### src/mips_decode_cfg.svh
//~~~~~~~~~~~~~~~~~~~~~~~~~~~~~~~~~~~~~~~~~~~~~~~~~~~~~~~~~~~~~~~~~~~~~~~~~~
// MIPS32 decode configuration
// widths, instruction symbol codes, format and function class codes
//~~~~~~~~~~~~~~~~~~~~~~~~~~~~~~~~~~~~~~~~~~~~~~~~~~~~~~~~~~~~~~~~~~~~~~~~~~
`ifndef MIPS_DECODE_CFG_SVH
`define MIPS_DECODE_CFG_SVH

`define MIPS_WORD_W   32
`define MIPS_REG_W    5
`define MIPS_SYM_W    6
`define MIPS_FORMAT_W 2
`define MIPS_FUNC_W   3

//~~~~~~~~~~~~~~~~~~~~~~~~~~~~~~~~~~~~~~~~~~~~~~~~~~~~~~~~~~~~~~~~~~~~~~~~~~
// instruction symbols
`define SYM_NOP     6'd0
`define SYM_ADD     6'd1
`define SYM_SUB     6'd2
`define SYM_ADDU    6'd3
`define SYM_SUBU    6'd4
`define SYM_AND     6'd5
`define SYM_OR      6'd6
`define SYM_XOR     6'd7
`define SYM_NOR     6'd8
`define SYM_SLT     6'd9
`define SYM_SLTU    6'd10
`define SYM_SLL     6'd11
`define SYM_SLLV    6'd12
`define SYM_SRL     6'd13
`define SYM_SRLV    6'd14
`define SYM_SRA     6'd15
`define SYM_SRAV    6'd16
`define SYM_CLO     6'd17
`define SYM_CLZ     6'd18
`define SYM_ADDI    6'd19
`define SYM_ADDIU   6'd20
`define SYM_ANDI    6'd21
`define SYM_ORI     6'd22
`define SYM_XORI    6'd23
`define SYM_LUI     6'd24
`define SYM_SLTI    6'd25
`define SYM_SLTIU   6'd26
`define SYM_LW      6'd27
`define SYM_LH      6'd28
`define SYM_LHU     6'd29
`define SYM_LB      6'd30
`define SYM_LBU     6'd31
`define SYM_SW      6'd32
`define SYM_SH      6'd33
`define SYM_SB      6'd34
`define SYM_BEQ     6'd35
`define SYM_BNE     6'd36
`define SYM_BLEZ    6'd37
`define SYM_BGTZ    6'd38
`define SYM_BGEZ    6'd39
`define SYM_BLTZ    6'd40
`define SYM_BGEZAL  6'd41
`define SYM_BLTZAL  6'd42
`define SYM_J       6'd43
`define SYM_JAL     6'd44
`define SYM_JR      6'd45
`define SYM_JALR    6'd46
`define SYM_MULT    6'd47
`define SYM_MULTU   6'd48
`define SYM_DIV     6'd49
`define SYM_DIVU    6'd50
`define SYM_MFHI    6'd51
`define SYM_MFLO    6'd52
`define SYM_MTHI    6'd53
`define SYM_MTLO    6'd54
`define SYM_MADD    6'd55
`define SYM_MADDU   6'd56
`define SYM_MSUB    6'd57
`define SYM_MSUBU   6'd58
`define SYM_INVALID 6'd63

//~~~~~~~~~~~~~~~~~~~~~~~~~~~~~~~~~~~~~~~~~~~~~~~~~~~~~~~~~~~~~~~~~~~~~~~~~~
// encoding format
`define FORMAT_R 2'd0
`define FORMAT_I 2'd1
`define FORMAT_J 2'd2

// function class
`define FUNC_CALC_R    3'd0
`define FUNC_CALC_I    3'd1
`define FUNC_MEM_READ  3'd2
`define FUNC_MEM_WRITE 3'd3
`define FUNC_BRANCH    3'd4
`define FUNC_JUMP      3'd5
`define FUNC_MULTDIV   3'd6
`define FUNC_OTHER     3'd7

`endif

### src/mips_decode_pkg.sv
//~~~~~~~~~~~~~~~~~~~~~~~~~~~~~~~~~~~~~~~~~~~~~~~~~~~~~~~~~~~~~~~~~~~~~~~~~~
// MIPS32 decode types
// vector types and the decoded instruction bundle passed into ID/EX
//~~~~~~~~~~~~~~~~~~~~~~~~~~~~~~~~~~~~~~~~~~~~~~~~~~~~~~~~~~~~~~~~~~~~~~~~~~
`include "mips_decode_cfg.svh"

package mips_decode_pkg;

    typedef logic [`MIPS_WORD_W-1:0]   word_t;
    typedef logic [`MIPS_REG_W-1:0]    reg_idx_t;
    typedef logic [`MIPS_SYM_W-1:0]    symbol_t;
    typedef logic [`MIPS_FORMAT_W-1:0] format_t;
    typedef logic [`MIPS_FUNC_W-1:0]   func_t;

    typedef struct packed {
        symbol_t     sym;
        format_t     format;
        func_t       func;
        reg_idx_t    rs;
        reg_idx_t    rt;
        logic        rs_used;
        logic        rt_used;
        reg_idx_t    dest;     // 0 when nothing is written
        logic        dest_we;
        logic [15:0] imm16;    // raw field, no extension
    } decoded_t;

endpackage

### src/instr_decoder.sv
//~~~~~~~~~~~~~~~~~~~~~~~~~~~~~~~~~~~~~~~~~~~~~~~~~~~~~~~~~~~~~~~~~~~~~~~~~~
// instruction decoder, raw MIPS32 word to instruction symbol
//~~~~~~~~~~~~~~~~~~~~~~~~~~~~~~~~~~~~~~~~~~~~~~~~~~~~~~~~~~~~~~~~~~~~~~~~~~
`include "mips_decode_cfg.svh"

module instr_decoder (
    input  mips_decode_pkg::word_t   instr_word,
    output mips_decode_pkg::symbol_t sym
);
    logic [5:0]                opcode;
    logic [5:0]                funct;
    logic [4:0]                shamt;
    mips_decode_pkg::reg_idx_t rt;
    mips_decode_pkg::symbol_t  special_sym;
    mips_decode_pkg::symbol_t  special2_sym;
    mips_decode_pkg::symbol_t  regimm_sym;

    assign opcode = instr_word[31:26];
    assign rt     = instr_word[20:16];
    assign shamt  = instr_word[10:6];
    assign funct  = instr_word[5:0];

    // SPECIAL, by funct
    always_comb begin
        case (funct)
            6'h00: special_sym = `SYM_SLL;
            6'h02: special_sym = `SYM_SRL;
            6'h03: special_sym = `SYM_SRA;
            6'h04: special_sym = `SYM_SLLV;
            6'h06: special_sym = `SYM_SRLV;
            6'h07: special_sym = `SYM_SRAV;
            6'h08: special_sym = `SYM_JR;
            6'h09: special_sym = `SYM_JALR;
            6'h10: special_sym = `SYM_MFHI;
            6'h11: special_sym = `SYM_MTHI;
            6'h12: special_sym = `SYM_MFLO;
            6'h13: special_sym = `SYM_MTLO;
            6'h18: special_sym = `SYM_MULT;
            6'h19: special_sym = `SYM_MULTU;
            6'h1a: special_sym = `SYM_DIV;
            6'h1b: special_sym = `SYM_DIVU;
            6'h20: special_sym = `SYM_ADD;
            6'h21: special_sym = `SYM_ADDU;
            6'h22: special_sym = `SYM_SUB;
            6'h23: special_sym = `SYM_SUBU;
            6'h24: special_sym = `SYM_AND;
            6'h25: special_sym = `SYM_OR;
            6'h26: special_sym = `SYM_XOR;
            6'h27: special_sym = `SYM_NOR;
            6'h2a: special_sym = `SYM_SLT;
            6'h2b: special_sym = `SYM_SLTU;
            default: special_sym = `SYM_INVALID;
        endcase
    end

    // SPECIAL2, by funct
    always_comb begin
        case (funct)
            6'h00: special2_sym = `SYM_MADD;
            6'h01: special2_sym = `SYM_MADDU;
            6'h04: special2_sym = `SYM_MSUB;
            6'h05: special2_sym = `SYM_MSUBU;
            6'h20: special2_sym = `SYM_CLZ;
            6'h21: special2_sym = `SYM_CLO;
            default: special2_sym = `SYM_INVALID;
        endcase
    end

    // REGIMM, by rt
    always_comb begin
        case (rt)
            5'h00: regimm_sym = `SYM_BLTZ;
            5'h01: regimm_sym = `SYM_BGEZ;
            5'h10: regimm_sym = `SYM_BLTZAL;
            5'h11: regimm_sym = `SYM_BGEZAL;
            default: regimm_sym = `SYM_INVALID;
        endcase
    end

    always_comb begin
        case (opcode)
            6'h00: begin
                if (instr_word == '0)
                    sym = `SYM_NOP;                 // ahead of SLL
                else if (funct[5:2] != 4'b0000 && shamt != 5'd0)
                    sym = `SYM_INVALID;             // shamt only for immediate shifts
                else
                    sym = special_sym;
            end
            6'h01: sym = regimm_sym;
            6'h02: sym = `SYM_J;
            6'h03: sym = `SYM_JAL;
            6'h04: sym = `SYM_BEQ;
            6'h05: sym = `SYM_BNE;
            6'h06: sym = `SYM_BLEZ;
            6'h07: sym = `SYM_BGTZ;
            6'h08: sym = `SYM_ADDI;
            6'h09: sym = `SYM_ADDIU;
            6'h0a: sym = `SYM_SLTI;
            6'h0b: sym = `SYM_SLTIU;
            6'h0c: sym = `SYM_ANDI;
            6'h0d: sym = `SYM_ORI;
            6'h0e: sym = `SYM_XORI;
            6'h0f: sym = `SYM_LUI;
            6'h1c: sym = special2_sym;
            6'h20: sym = `SYM_LB;
            6'h21: sym = `SYM_LH;
            6'h23: sym = `SYM_LW;
            6'h24: sym = `SYM_LBU;
            6'h25: sym = `SYM_LHU;
            6'h28: sym = `SYM_SB;
            6'h29: sym = `SYM_SH;
            6'h2b: sym = `SYM_SW;
            default: sym = `SYM_INVALID;
        endcase
    end

endmodule

### src/instr_classifier.sv
//~~~~~~~~~~~~~~~~~~~~~~~~~~~~~~~~~~~~~~~~~~~~~~~~~~~~~~~~~~~~~~~~~~~~~~~~~~
// instruction classifier, symbol to encoding format and function class
//~~~~~~~~~~~~~~~~~~~~~~~~~~~~~~~~~~~~~~~~~~~~~~~~~~~~~~~~~~~~~~~~~~~~~~~~~~
`include "mips_decode_cfg.svh"

module instr_classifier (
    input  mips_decode_pkg::symbol_t sym,
    output mips_decode_pkg::format_t format,
    output mips_decode_pkg::func_t   func
);
    logic r, i, j;
    logic calc_r, calc_i, mem_r, mem_w, br, jmp, md;

    // format groups
    assign r = sym inside {`SYM_NOP, `SYM_ADD, `SYM_SUB, `SYM_ADDU, `SYM_SUBU, `SYM_AND,
                           `SYM_OR, `SYM_XOR, `SYM_NOR, `SYM_SLT, `SYM_SLTU, `SYM_SLL,
                           `SYM_SLLV, `SYM_SRL, `SYM_SRLV, `SYM_SRA, `SYM_SRAV,
                           `SYM_CLO, `SYM_CLZ};
    assign i = sym inside {`SYM_ADDI, `SYM_ADDIU, `SYM_ANDI, `SYM_ORI, `SYM_XORI, `SYM_LUI,
                           `SYM_SLTI, `SYM_SLTIU, `SYM_LW, `SYM_LH, `SYM_LHU, `SYM_LB,
                           `SYM_LBU, `SYM_SW, `SYM_SH, `SYM_SB, `SYM_BEQ, `SYM_BNE,
                           `SYM_BLEZ, `SYM_BGTZ, `SYM_BGEZ, `SYM_BLTZ,
                           `SYM_BGEZAL, `SYM_BLTZAL};
    assign j = sym inside {`SYM_J, `SYM_JAL};

    // JR, JALR, mult/div and invalid fall through to R
    assign format = r ? `FORMAT_R :
                    i ? `FORMAT_I :
                    j ? `FORMAT_J :
                        `FORMAT_R;

    // function class groups
    assign calc_r = sym inside {`SYM_NOP, `SYM_ADD, `SYM_SUB, `SYM_ADDU, `SYM_SUBU,
                                `SYM_AND, `SYM_OR, `SYM_XOR, `SYM_NOR, `SYM_SLT,
                                `SYM_SLTU, `SYM_SLL, `SYM_SRL, `SYM_SRA, `SYM_SLLV,
                                `SYM_SRLV, `SYM_SRAV, `SYM_CLO, `SYM_CLZ};
    assign calc_i = sym inside {`SYM_ADDI, `SYM_ADDIU, `SYM_ANDI, `SYM_ORI, `SYM_XORI,
                                `SYM_LUI, `SYM_SLTI, `SYM_SLTIU};
    assign mem_r  = sym inside {`SYM_LW, `SYM_LH, `SYM_LHU, `SYM_LB, `SYM_LBU};
    assign mem_w  = sym inside {`SYM_SW, `SYM_SH, `SYM_SB};
    assign br     = sym inside {`SYM_BEQ, `SYM_BNE, `SYM_BGEZ, `SYM_BGTZ, `SYM_BLEZ,
                                `SYM_BLTZ, `SYM_BGEZAL, `SYM_BLTZAL};
    assign jmp    = sym inside {`SYM_J, `SYM_JAL, `SYM_JALR, `SYM_JR};
    assign md     = sym inside {`SYM_MULT, `SYM_MULTU, `SYM_DIV, `SYM_DIVU,
                                `SYM_MFHI, `SYM_MFLO, `SYM_MTHI, `SYM_MTLO,
                                `SYM_MADD, `SYM_MADDU, `SYM_MSUB, `SYM_MSUBU};

    assign func = calc_r ? `FUNC_CALC_R    :
                  calc_i ? `FUNC_CALC_I    :
                  mem_r  ? `FUNC_MEM_READ  :
                  mem_w  ? `FUNC_MEM_WRITE :
                  br     ? `FUNC_BRANCH    :
                  jmp    ? `FUNC_JUMP      :
                  md     ? `FUNC_MULTDIV   :
                           `FUNC_OTHER;     // includes SYM_INVALID

endmodule

### src/operand_select.sv
//~~~~~~~~~~~~~~~~~~~~~~~~~~~~~~~~~~~~~~~~~~~~~~~~~~~~~~~~~~~~~~~~~~~~~~~~~~
// operand select, source register use and destination register per symbol
//~~~~~~~~~~~~~~~~~~~~~~~~~~~~~~~~~~~~~~~~~~~~~~~~~~~~~~~~~~~~~~~~~~~~~~~~~~
`include "mips_decode_cfg.svh"

module operand_select (
    input  mips_decode_pkg::word_t    instr_word,
    input  mips_decode_pkg::symbol_t  sym,
    input  mips_decode_pkg::format_t  format,
    input  mips_decode_pkg::func_t    func,
    output mips_decode_pkg::decoded_t dec
);
    mips_decode_pkg::reg_idx_t rd;

    assign rd = instr_word[15:11];

    always_comb begin
        dec.sym    = sym;
        dec.format = format;
        dec.func   = func;
        dec.rs     = instr_word[25:21];
        dec.rt     = instr_word[20:16];
        dec.imm16  = instr_word[15:0];

        // rs readers
        dec.rs_used = ((func inside {`FUNC_CALC_R, `FUNC_CALC_I, `FUNC_MULTDIV}) &&
                       !(sym inside {`SYM_NOP, `SYM_SLL, `SYM_SRL, `SYM_SRA, `SYM_LUI,
                                     `SYM_MFHI, `SYM_MFLO})) ||
                      (func inside {`FUNC_MEM_READ, `FUNC_MEM_WRITE, `FUNC_BRANCH}) ||
                      (sym inside {`SYM_JR, `SYM_JALR});

        // rt readers
        dec.rt_used = (func == `FUNC_CALC_R && format == `FORMAT_R &&
                       !(sym inside {`SYM_NOP, `SYM_CLO, `SYM_CLZ})) ||
                      (func == `FUNC_MEM_WRITE) ||
                      (sym inside {`SYM_BEQ, `SYM_BNE}) ||
                      (sym inside {`SYM_MULT, `SYM_MULTU, `SYM_DIV, `SYM_DIVU,
                                   `SYM_MADD, `SYM_MADDU, `SYM_MSUB, `SYM_MSUBU});

        dec.dest_we = 1'b1;
        if (func == `FUNC_CALC_R || sym inside {`SYM_JALR, `SYM_MFHI, `SYM_MFLO}) begin
            dec.dest = rd;
        end else if (func inside {`FUNC_CALC_I, `FUNC_MEM_READ}) begin
            dec.dest = dec.rt;
        end else if (sym inside {`SYM_JAL, `SYM_BGEZAL, `SYM_BLTZAL}) begin
            dec.dest = 5'd31;   // link register
        end else begin
            dec.dest    = '0;
            dec.dest_we = 1'b0;
        end
    end

endmodule

### src/id_ex_stage.sv
//~~~~~~~~~~~~~~~~~~~~~~~~~~~~~~~~~~~~~~~~~~~~~~~~~~~~~~~~~~~~~~~~~~~~~~~~~~
// ID/EX pipeline register
// load-use hazard check against the held instruction, stall and bubble
//~~~~~~~~~~~~~~~~~~~~~~~~~~~~~~~~~~~~~~~~~~~~~~~~~~~~~~~~~~~~~~~~~~~~~~~~~~
`include "mips_decode_cfg.svh"

module id_ex_stage (
    input  logic                      clk,
    input  logic                      arst_n,
    input  mips_decode_pkg::decoded_t in_dec,
    input  logic                      in_valid,
    output mips_decode_pkg::decoded_t ex_bus,
    output logic                      ex_valid,
    output logic                      stall
);
    logic load_in_ex;
    logic hit_rs;
    logic hit_rt;
    logic accept;

    //~~~~~~~~~~~~~~~~~~~~~~~~~~~~~~~~~~~~~~~~~~~~~~~~~~~~~~~~~~~~~~~~~~~~~~~~~~
    // load-use hazard

    // valid load in EX that writes a real register
    assign load_in_ex = ex_valid && ex_bus.func == `FUNC_MEM_READ &&
                        ex_bus.dest_we && ex_bus.dest != '0;

    assign hit_rs = in_dec.rs_used && in_dec.rs == ex_bus.dest;
    assign hit_rt = in_dec.rt_used && in_dec.rt == ex_bus.dest;

    assign stall  = in_valid && load_in_ex && (hit_rs || hit_rt);
    assign accept = in_valid && !stall;

    //~~~~~~~~~~~~~~~~~~~~~~~~~~~~~~~~~~~~~~~~~~~~~~~~~~~~~~~~~~~~~~~~~~~~~~~~~~
    // pipeline register

    always_ff @(posedge clk or negedge arst_n) begin
        if (!arst_n) begin
            ex_bus   <= '0;
            ex_valid <= 1'b0;
        end else begin
            ex_valid <= accept;     // low on stall gives the bubble
            if (accept) begin
                ex_bus <= in_dec;
            end
        end
    end

endmodule

### src/decode_stage.sv
//~~~~~~~~~~~~~~~~~~~~~~~~~~~~~~~~~~~~~~~~~~~~~~~~~~~~~~~~~~~~~~~~~~~~~~~~~~
// MIPS32 decode stage, decoder to classifier to operand select into ID/EX
//~~~~~~~~~~~~~~~~~~~~~~~~~~~~~~~~~~~~~~~~~~~~~~~~~~~~~~~~~~~~~~~~~~~~~~~~~~
module decode_stage (
    input  logic                      clk,
    input  logic                      arst_n,
    input  mips_decode_pkg::word_t    instr_word,
    input  logic                      instr_valid,
    output mips_decode_pkg::decoded_t ex_bus,
    output logic                      ex_valid,
    output logic                      stall
);
    mips_decode_pkg::symbol_t  sym;
    mips_decode_pkg::format_t  format;
    mips_decode_pkg::func_t    func;
    mips_decode_pkg::decoded_t dec;

    instr_decoder decoder_i (
        .instr_word (instr_word),
        .sym        (sym)
    );

    instr_classifier classifier_i (
        .sym    (sym),
        .format (format),
        .func   (func)
    );

    operand_select operand_select_i (
        .instr_word (instr_word),
        .sym        (sym),
        .format     (format),
        .func       (func),
        .dec        (dec)
    );

    id_ex_stage id_ex_stage_i (
        .clk      (clk),
        .arst_n   (arst_n),
        .in_dec   (dec),
        .in_valid (instr_valid),
        .ex_bus   (ex_bus),
        .ex_valid (ex_valid),
        .stall    (stall)
    );

endmodule

### config.mk
export PLATFORM = sky130hd
export DESIGN_NAME = decode_stage
export DESIGN_NICKNAME = d
export VERILOG_FILES = /design/src/mips_decode_pkg.sv /design/src/instr_decoder.sv /design/src/instr_classifier.sv /design/src/operand_select.sv /design/src/id_ex_stage.sv /design/src/decode_stage.sv
export VERILOG_INCLUDE_DIRS = /design/src
export SDC_FILE = /design/constraint.sdc
export NUM_CORES = 1
export LEC_CHECK = 0
export BUFFER_PORTS_ARGS = -buffer_cell sky130_fd_sc_hd__buf_2
export CAP_MARGIN = 20
export CORE_AREA = 2 2 132 108
export CTS_CLUSTER_SIZE = 40
export DETAILED_ROUTE_END_ITERATION = 10
export DIE_AREA = 0 0 134 110
export MAX_ROUTING_LAYER = met4
export PLACE_DENSITY = 0.59
export SETUP_SLACK_MARGIN = 0.2
export SLEW_MARGIN = 25
export SYNTH_ARGS = -nofsm -noshare
export SYNTH_HDL_FRONTEND = slang
export SYNTH_SLANG_ARGS = --single-unit
### constraint.sdc
create_clock -name clk -period 4.45 [get_ports clk]
set_input_delay 0.445 -clock clk [delete_from_list [all_inputs] [get_ports clk]]
set_output_delay 0.445 -clock clk [all_outputs]
set_load 0.01 [all_outputs]
==> impl_metrics.csv, run 1 <==
group,metric,value,unit
timing,clock.fmax,0.254,GHz
finish,syn2layout_area_growth,18.3,%
yosys,async_flop_share,100,%
floorplanning,start_util,29.5,%
yosys,ys_seq_elements,46,
finish,antennaDiodeCount,0,
clock_tree,clk_pin_slew,0.07,ns
detailed_routing,first_iter_violations,174,
timing,drv_slew,0,
timing,rsz0062_at_grt,"no",
power,p_per_area,294,mW/mm2
timing,worst_slack,0.509,ns
clock_tree,htree_levels,2,
worst_hold_path,hold_class,"in -> async",
critical_path,slowest_delay,0.38,ns
placed_design,place.gp.congestion,0.819,
floorplanning,die_area,0.0147,mm2
critical_path,cp.depth,14,
critical_path,critPathLaunchType,"input pin",
critical_path,regToRegSetupSlack,2.17,ns
detailed_routing,routed_wl,10.8,mm
detailed_routing,via_per_inst,5.26,
placed_design,hpwl,8.07,mm
power,ir_worst_vdd,0.170,mV
timing,period_needed,3.94,ns
power,power_leakage,2.03,nW
critical_path,critPathRequiredTime,4.01,ns
yosys,syn_nets,454,
finish,finalNonFillerCells,663,
global_routing,grtUsageTotal,15.0,%
critical_path,timing.rr.start,"id_ex_stage_i.ex_bus[17]",
placed_design,io_buffers,81,
timing,tightestPinTransition,0.708,ns
yosys,synth_cells,412,
finish,fin_area,0.00467,mm2
clock_tree,cts_sinks,46,
finish,drive_gt1_share,34.6,%
global_routing,grt_overflow,0,
clock_tree,cts_buffers,5,
critical_path,r2r-end,"id_ex_stage_i.ex_bus[21]",
clock_tree,clockBufferDepth,2,
yosys,ys_seq_area_share,29.2,%
detailed_routing,drtPass1Iterations,4,
floorplanning,dieHeight,110,um
global_routing,grt_max_degree,47,
clock_tree,clk_root_buffer_cell,"clkbuf_16",
detailed_routing,avgRoutedWirePerCell,16.3,um
critical_path,cp.arrival,3.50,ns
timing,finalCritPeriodShare,88.6,%
placed_design,dp_slack,0.197,ns
critical_path,critPathMaxFanout,9,
clock_tree,postCtsHoldBufs,0,
detailed_routing,antenna_left,0,
global_routing,antenna_found_initial,0,
critical_path,rr_worst_depth,8,
yosys,synthesis.area,0.00395,mm2
critical_path,path_buf_inv,3,
run,cap_violations,0,
finish,nNetsFinal,524,
timing,skew,0.00701,ns
yosys,syn_avg_cell_area,9.58,um2
critical_path,cpMaxStageDelayCell,"a211oi_4",
floorplanning,fp-row-count,38,
critical_path,crit_type,"in -> out",
yosys,yosysWarnings,0,
critical_path,crit_path_end,"stall",
placed_design,dp_cells,654,
floorplanning,core_area,0.0134,mm2
floorplanning,io_pins,82,
placed_design,place_area,0.00446,mm2
critical_path,cp-end-kind,"output port",
timing,setup_tns,0,ns
detailed_routing,drc,0,
critical_path,cp_cell_sequence,"buf_2, inv_1, ha_2, nor2b_1, a211o_1, a211o_1, a211oi_4, o22ai_1, o31a_1, o211ai_1, nand3_2, o21ai_2, and2_1, buf_2",
clock_tree,clkLatencyLatePin,0.29,ns
floorplanning,dieWidth,134,um
critical_path,path_delay_family,"compound AO/OA/AOI/OAI gates",
run_status,status,"finished, final reports clean",
global_routing,grt_pass1_vias,3310,
timing,slew_headroom,52.8,%
yosys,synth_edf_count,0,
yosys,synth.distinct_cells,78,
detailed_routing,vias,3490,
timing,hold_viol,0,
critical_path,startpoint,"instr_word[0]",
global_routing,grt_pass1_wl,17.1,mm
clock_tree,cts_tree,"yes",
timing,setup_viol,0,
yosys,ys.flop_type,"dfrtp_1",
## repair_timing
item | 4_1_cts | 5_1_grt
endpoints found under the setup margin | 0 | 7
buffers inserted | 0 | 1
gates resized for setup | 0 | 4
## placed cells by master, fill, tap and decap left out, drive strengths merged, types with 6 or more instances in the layout
cell type and instances:
xnor2 6, nor4bb 6, nand2 23, nand3 15
or4 6, a21oi 15, buf 95, nor2 21
nor4 6, dfrtp 46, inv 16, nand2b 18
xor2 6, o21ai 11, mux2 42, or2 6
nor3 24, ha 7, o22ai 6, clkbuf 6
a211o 6, o2bb2ai 6, a211oi 10
## where the power goes
part           internal, W  leakage (nW)  switching, W
sequential        0.000469         0.539     0.0000422
clock             0.000266        0.0771      0.000168
combinational     0.000197          1.42      0.000230
total             0.000932          2.03      0.000440
## metrics by stage
step / total power (W) / utilization [%] / hold slack, ns
final: 0.00137 / 34.9 / 0.159
after global placement: 0.000937 / 33.4 / 0.489
after CTS: 0.00138 / 34.7 / 0.373
after detailed placement: 0.000944 / 33.4 / 0.494
after floorplan: 0.000800 / - / 0.149
after global routing: 0.00145 / 34.9 / 0.198
## worst reg2reg max path: cells and delay by family (launching register included)
family                    cells  cell delay, ns
muxes                         1            0.34
xor gates and xnor gates      1            0.19
DFF                           1            0.46
buffers and inverters         1            0.23
and+or+nand+nor               3            0.67
AOI/OAI and AO/OA             2            0.29
## final cells by class
type	count	area, um2
Fill cell	1403	8690
Multi-Input combinational cell	318	2530
Sequential cell	46	1150
Timing Repair Buffer	95	538
Tap cell	180	225
Clock buffer	6	129
Inverter	16	60.1
Clock inverter	2	37.5
## per-layer routing
metal  vias up  GRT usage [%]  part of all wire [%]
met5         -              -                     0
met4         0           3.19                  0.57
met3        11           2.61                   5.5
met2       103           22.3                    43
met1      1687           21.3                    51
li1       1689              -                     -
## cells by family (layout without fill, tap and decap cells)
family                     count (synthesis)  after routing  share of synthesized area (%)
DFF                                       46             46                           29.2
buffers and inverters                     48            119                           7.20
adders and majority gates                  7              7                           2.22
AOI/OAI and AO/OA                        101            101                           19.5
muxes                                     45             45                           16.2
xor gates and xnor gates                  12             12                           2.66
and+or+nand+nor                          153            153                           23.1
## worst min path at each step
stage | to | startpoint | depth (start not counted) | slack [ns]
after global routing | id_ex_stage_i.ex_bus[31] | arst_n | 1 | 0.20
after global placement | id_ex_stage_i.ex_bus[9] | id_ex_stage_i.ex_bus[9] | 1 | 0.49
after detailed placement | id_ex_stage_i.ex_bus[33] | id_ex_stage_i.ex_bus[33] | 1 | 0.49
after floorplan | id_ex_stage_i.ex_bus[0] | arst_n | 0 | 0.15
after CTS | id_ex_stage_i.ex_bus[21] | arst_n | 1 | 0.37
final | id_ex_stage_i.ex_bus[13] | arst_n | 1 | 0.16
## flip-flops by register name, indices dropped and copies added (netlist names)
signal                  cells
id_ex_stage_i.ex_bus       45
id_ex_stage_i.ex_valid      1
## cell usage after synthesis (all sizes together), types with 4 or more instances
library cell | instances | area, um2
buf | 16 | 164
and3b | 4 | 35.0
nand2 | 23 | 91.3
dfrtp | 46 | 1150
o211ai | 4 | 30.0
nor4bb | 6 | 60.1
nor4 | 6 | 43.8
and2 | 5 | 31.3
inv | 16 | 60.1
nor3 | 24 | 141
clkbuf | 16 | 60.1
a31oi | 5 | 31.3
a211o | 6 | 52.6
o31a | 4 | 36.3
nor3b | 4 | 41.3
or4 | 6 | 48.8
xor2 | 6 | 52.6
mux2 | 42 | 608
o22a | 4 | 35.0
or2 | 6 | 37.5
xnor2 | 6 | 52.6
nor2 | 21 | 81.3
nand3 | 15 | 80.1
o21ai | 11 | 58.8
o31ai | 4 | 35.0
nand2b | 18 | 113
ha | 7 | 87.6
o22ai | 6 | 37.5
o2bb2ai | 6 | 52.6
a211oi | 10 | 92.6
a21oi | 15 | 75.1
Note: power is estimated with default switching activity, not from simulation.
==> run 2, diff against run 1 <==
Clock period 4.45 ns to 4.4 ns, I/O delays scaled along.
==> impl_metrics.csv, run 2 (synthesis gave the netlist of run 1 again) <==
group,metric,value,unit
clock_tree,clk_pin_slew,0.06,ns
worst_hold_path,hold_class,"in -> async",
global_routing,grt_pass1_vias,3323,
detailed_routing,avgRoutedWirePerCell,16.3,um
finish,multiInputGateArea,0.00252,mm2
timing,skew,0.00846,ns
placed_design,io_buffers,81,
timing,rsz0062_at_grt,"no",
floorplanning,dieHeight,110,um
floorplanning,fp-row-count,38,
detailed_routing,drc,0,
placed_design,place.gp.congestion,0.874,
finish,regMostFlops,"id_ex_stage_i.ex_bus",
critical_path,cp-end-kind,"output port",
run,cap_violations,0,
detailed_routing,routed_wl,10.8,mm
timing,slew_headroom,54.0,%
critical_path,critPathLaunchType,"input pin",
finish,syn2layout_area_growth,18.4,%
clock_tree,clkLatencyLatePin,0.29,ns
finish,antennaDiodeCount,0,
global_routing,grt_overflow,0,
timing,worst_slack,0.352,ns
timing,tightestPinTransition,0.686,ns
floorplanning,dieWidth,134,um
floorplanning,die_area,0.0147,mm2
floorplanning,io_pins,82,
detailed_routing,antenna_left,0,
clock_tree,clockBufferDepth,2,
critical_path,crit_type,"in -> out",
detailed_routing,drtPass1Iterations,5,
timing,drv_slew,0,
placed_design,hpwl,8.12,mm
detailed_routing,vias,3548,
clock_tree,htree_levels,2,
global_routing,antenna_found_initial,0,
detailed_routing,via_per_inst,5.34,
placed_design,place_area,0.00448,mm2
floorplanning,core_area,0.0134,mm2
finish,final_cell_mix,"buf_2, dfrtp_1, mux2_4",
finish,largest_reg_flops,45,
critical_path,cp.arrival,3.61,ns
timing,clock.fmax,0.247,GHz
global_routing,grtUsageTotal,15.1,%
timing,period_needed,4.05,ns
critical_path,rr_worst_depth,8,
timing,setup_viol,0,
finish,nFillCells,1390,
clock_tree,cts_tree,"yes",
finish,fin_area,0.00467,mm2
finish,seq_area,0.00115,mm2
finish,drive_gt1_share,34.9,%
floorplanning,start_util,29.5,%
timing,setup_tns,0,ns
power,ir_worst_vdd,0.149,mV
timing,hold_viol,0,
run_status,status,"finished, final reports clean",
power,power_leakage,2.05,nW
critical_path,critPathMaxFanout,8,
critical_path,critPathRequiredTime,3.96,ns
clock_tree,clk_root_buffer_cell,"clkbuf_16",
finish,finalNonFillerCells,664,
finish,nNetsFinal,525,
clock_tree,cts_buffers,5,
finish,reg_top3,"id_ex_stage_i.ex_bus: 45 flops, id_ex_stage_i.ex_valid: 1 flops",
power,p_per_area,298,mW/mm2
placed_design,dp_cells,655,
global_routing,grt_max_degree,47,
timing,finalCritPeriodShare,92.0,%
clock_tree,cts_sinks,46,
finish,fin_util,35.0,%
finish,layout_commonest_cell,"buf_2",
placed_design,dp_slack,0.0938,ns
clock_tree,postCtsHoldBufs,0,
global_routing,grt_pass1_wl,17.3,mm
detailed_routing,first_iter_violations,217,
[run 2: power breakdown]
part	internal, W	total (W)	switching (W)
Sequential	0.000475	0.000517	0.0000423
Clock	0.000269	0.000440	0.000171
Combinational	0.000200	0.000436	0.000235
[run 2: metal layers]
metal	routed length (um)	global-route usage (%)
met5	0	-
met4	143	2.74
met3	767	3.57
met2	4490	22.2
met1	5390	21.2
[run 2: timing repair]
| item | CTS | global route |
|---|---|---|
| endpoints found under the setup margin | 0 | 31 |
| buffers inserted | 0 | 1 |
| resized for setup | 0 | 3 |
[run 2: worst max-delay path, cell delays in order]
cell      delay [ns]
buf_2           0.14
inv_1           0.15
ha_1            0.36
nor2_1          0.10
o41ai_1         0.52
nand4b_1        0.26
o22a_1          0.35
nor3_2          0.33
a211oi_1        0.09
o31a_1          0.34
o21ai_2         0.14
and2_1          0.22
buf_2           0.16
[run 2: stage by stage]
stage          hold WS, ns  total power, W
2_1_floorplan        0.144        0.000809
3_3_place_gp         0.491        0.000950
3_5_place_dp         0.490        0.000956
4_1_cts              0.379         0.00140
5_1_grt              0.201         0.00147
6_report             0.161         0.00139
[run 2: worst paths after layout]
path	startpoint	end	slack (ns)
max in group asynchronous	arst_n	id_ex_stage_i.ex_bus[1]	3.83
worst max register to register	id_ex_stage_i.ex_bus[17]	id_ex_stage_i.ex_bus[29]	2.07
min in group clk	instr_word[9]	id_ex_stage_i.ex_bus[9]	0.40
worst min-delay path	arst_n	id_ex_stage_i.ex_bus[29]	0.16
worst max-delay path	instr_word[1]	stall	0.35
worst min register to register	id_ex_stage_i.ex_bus[14]	id_ex_stage_i.ex_bus[14]	0.51
[run 2: area by class of cell]
type | instances | area share [%]
clock buffer | 5 | 2.68
clock inverter | 3 | 0.938
inverter | 16 | 1.29
multi-input combinational | 318 | 53.9
sequential | 46 | 24.7
tap | 180 | 4.82
timing repair buffer | 96 | 11.7
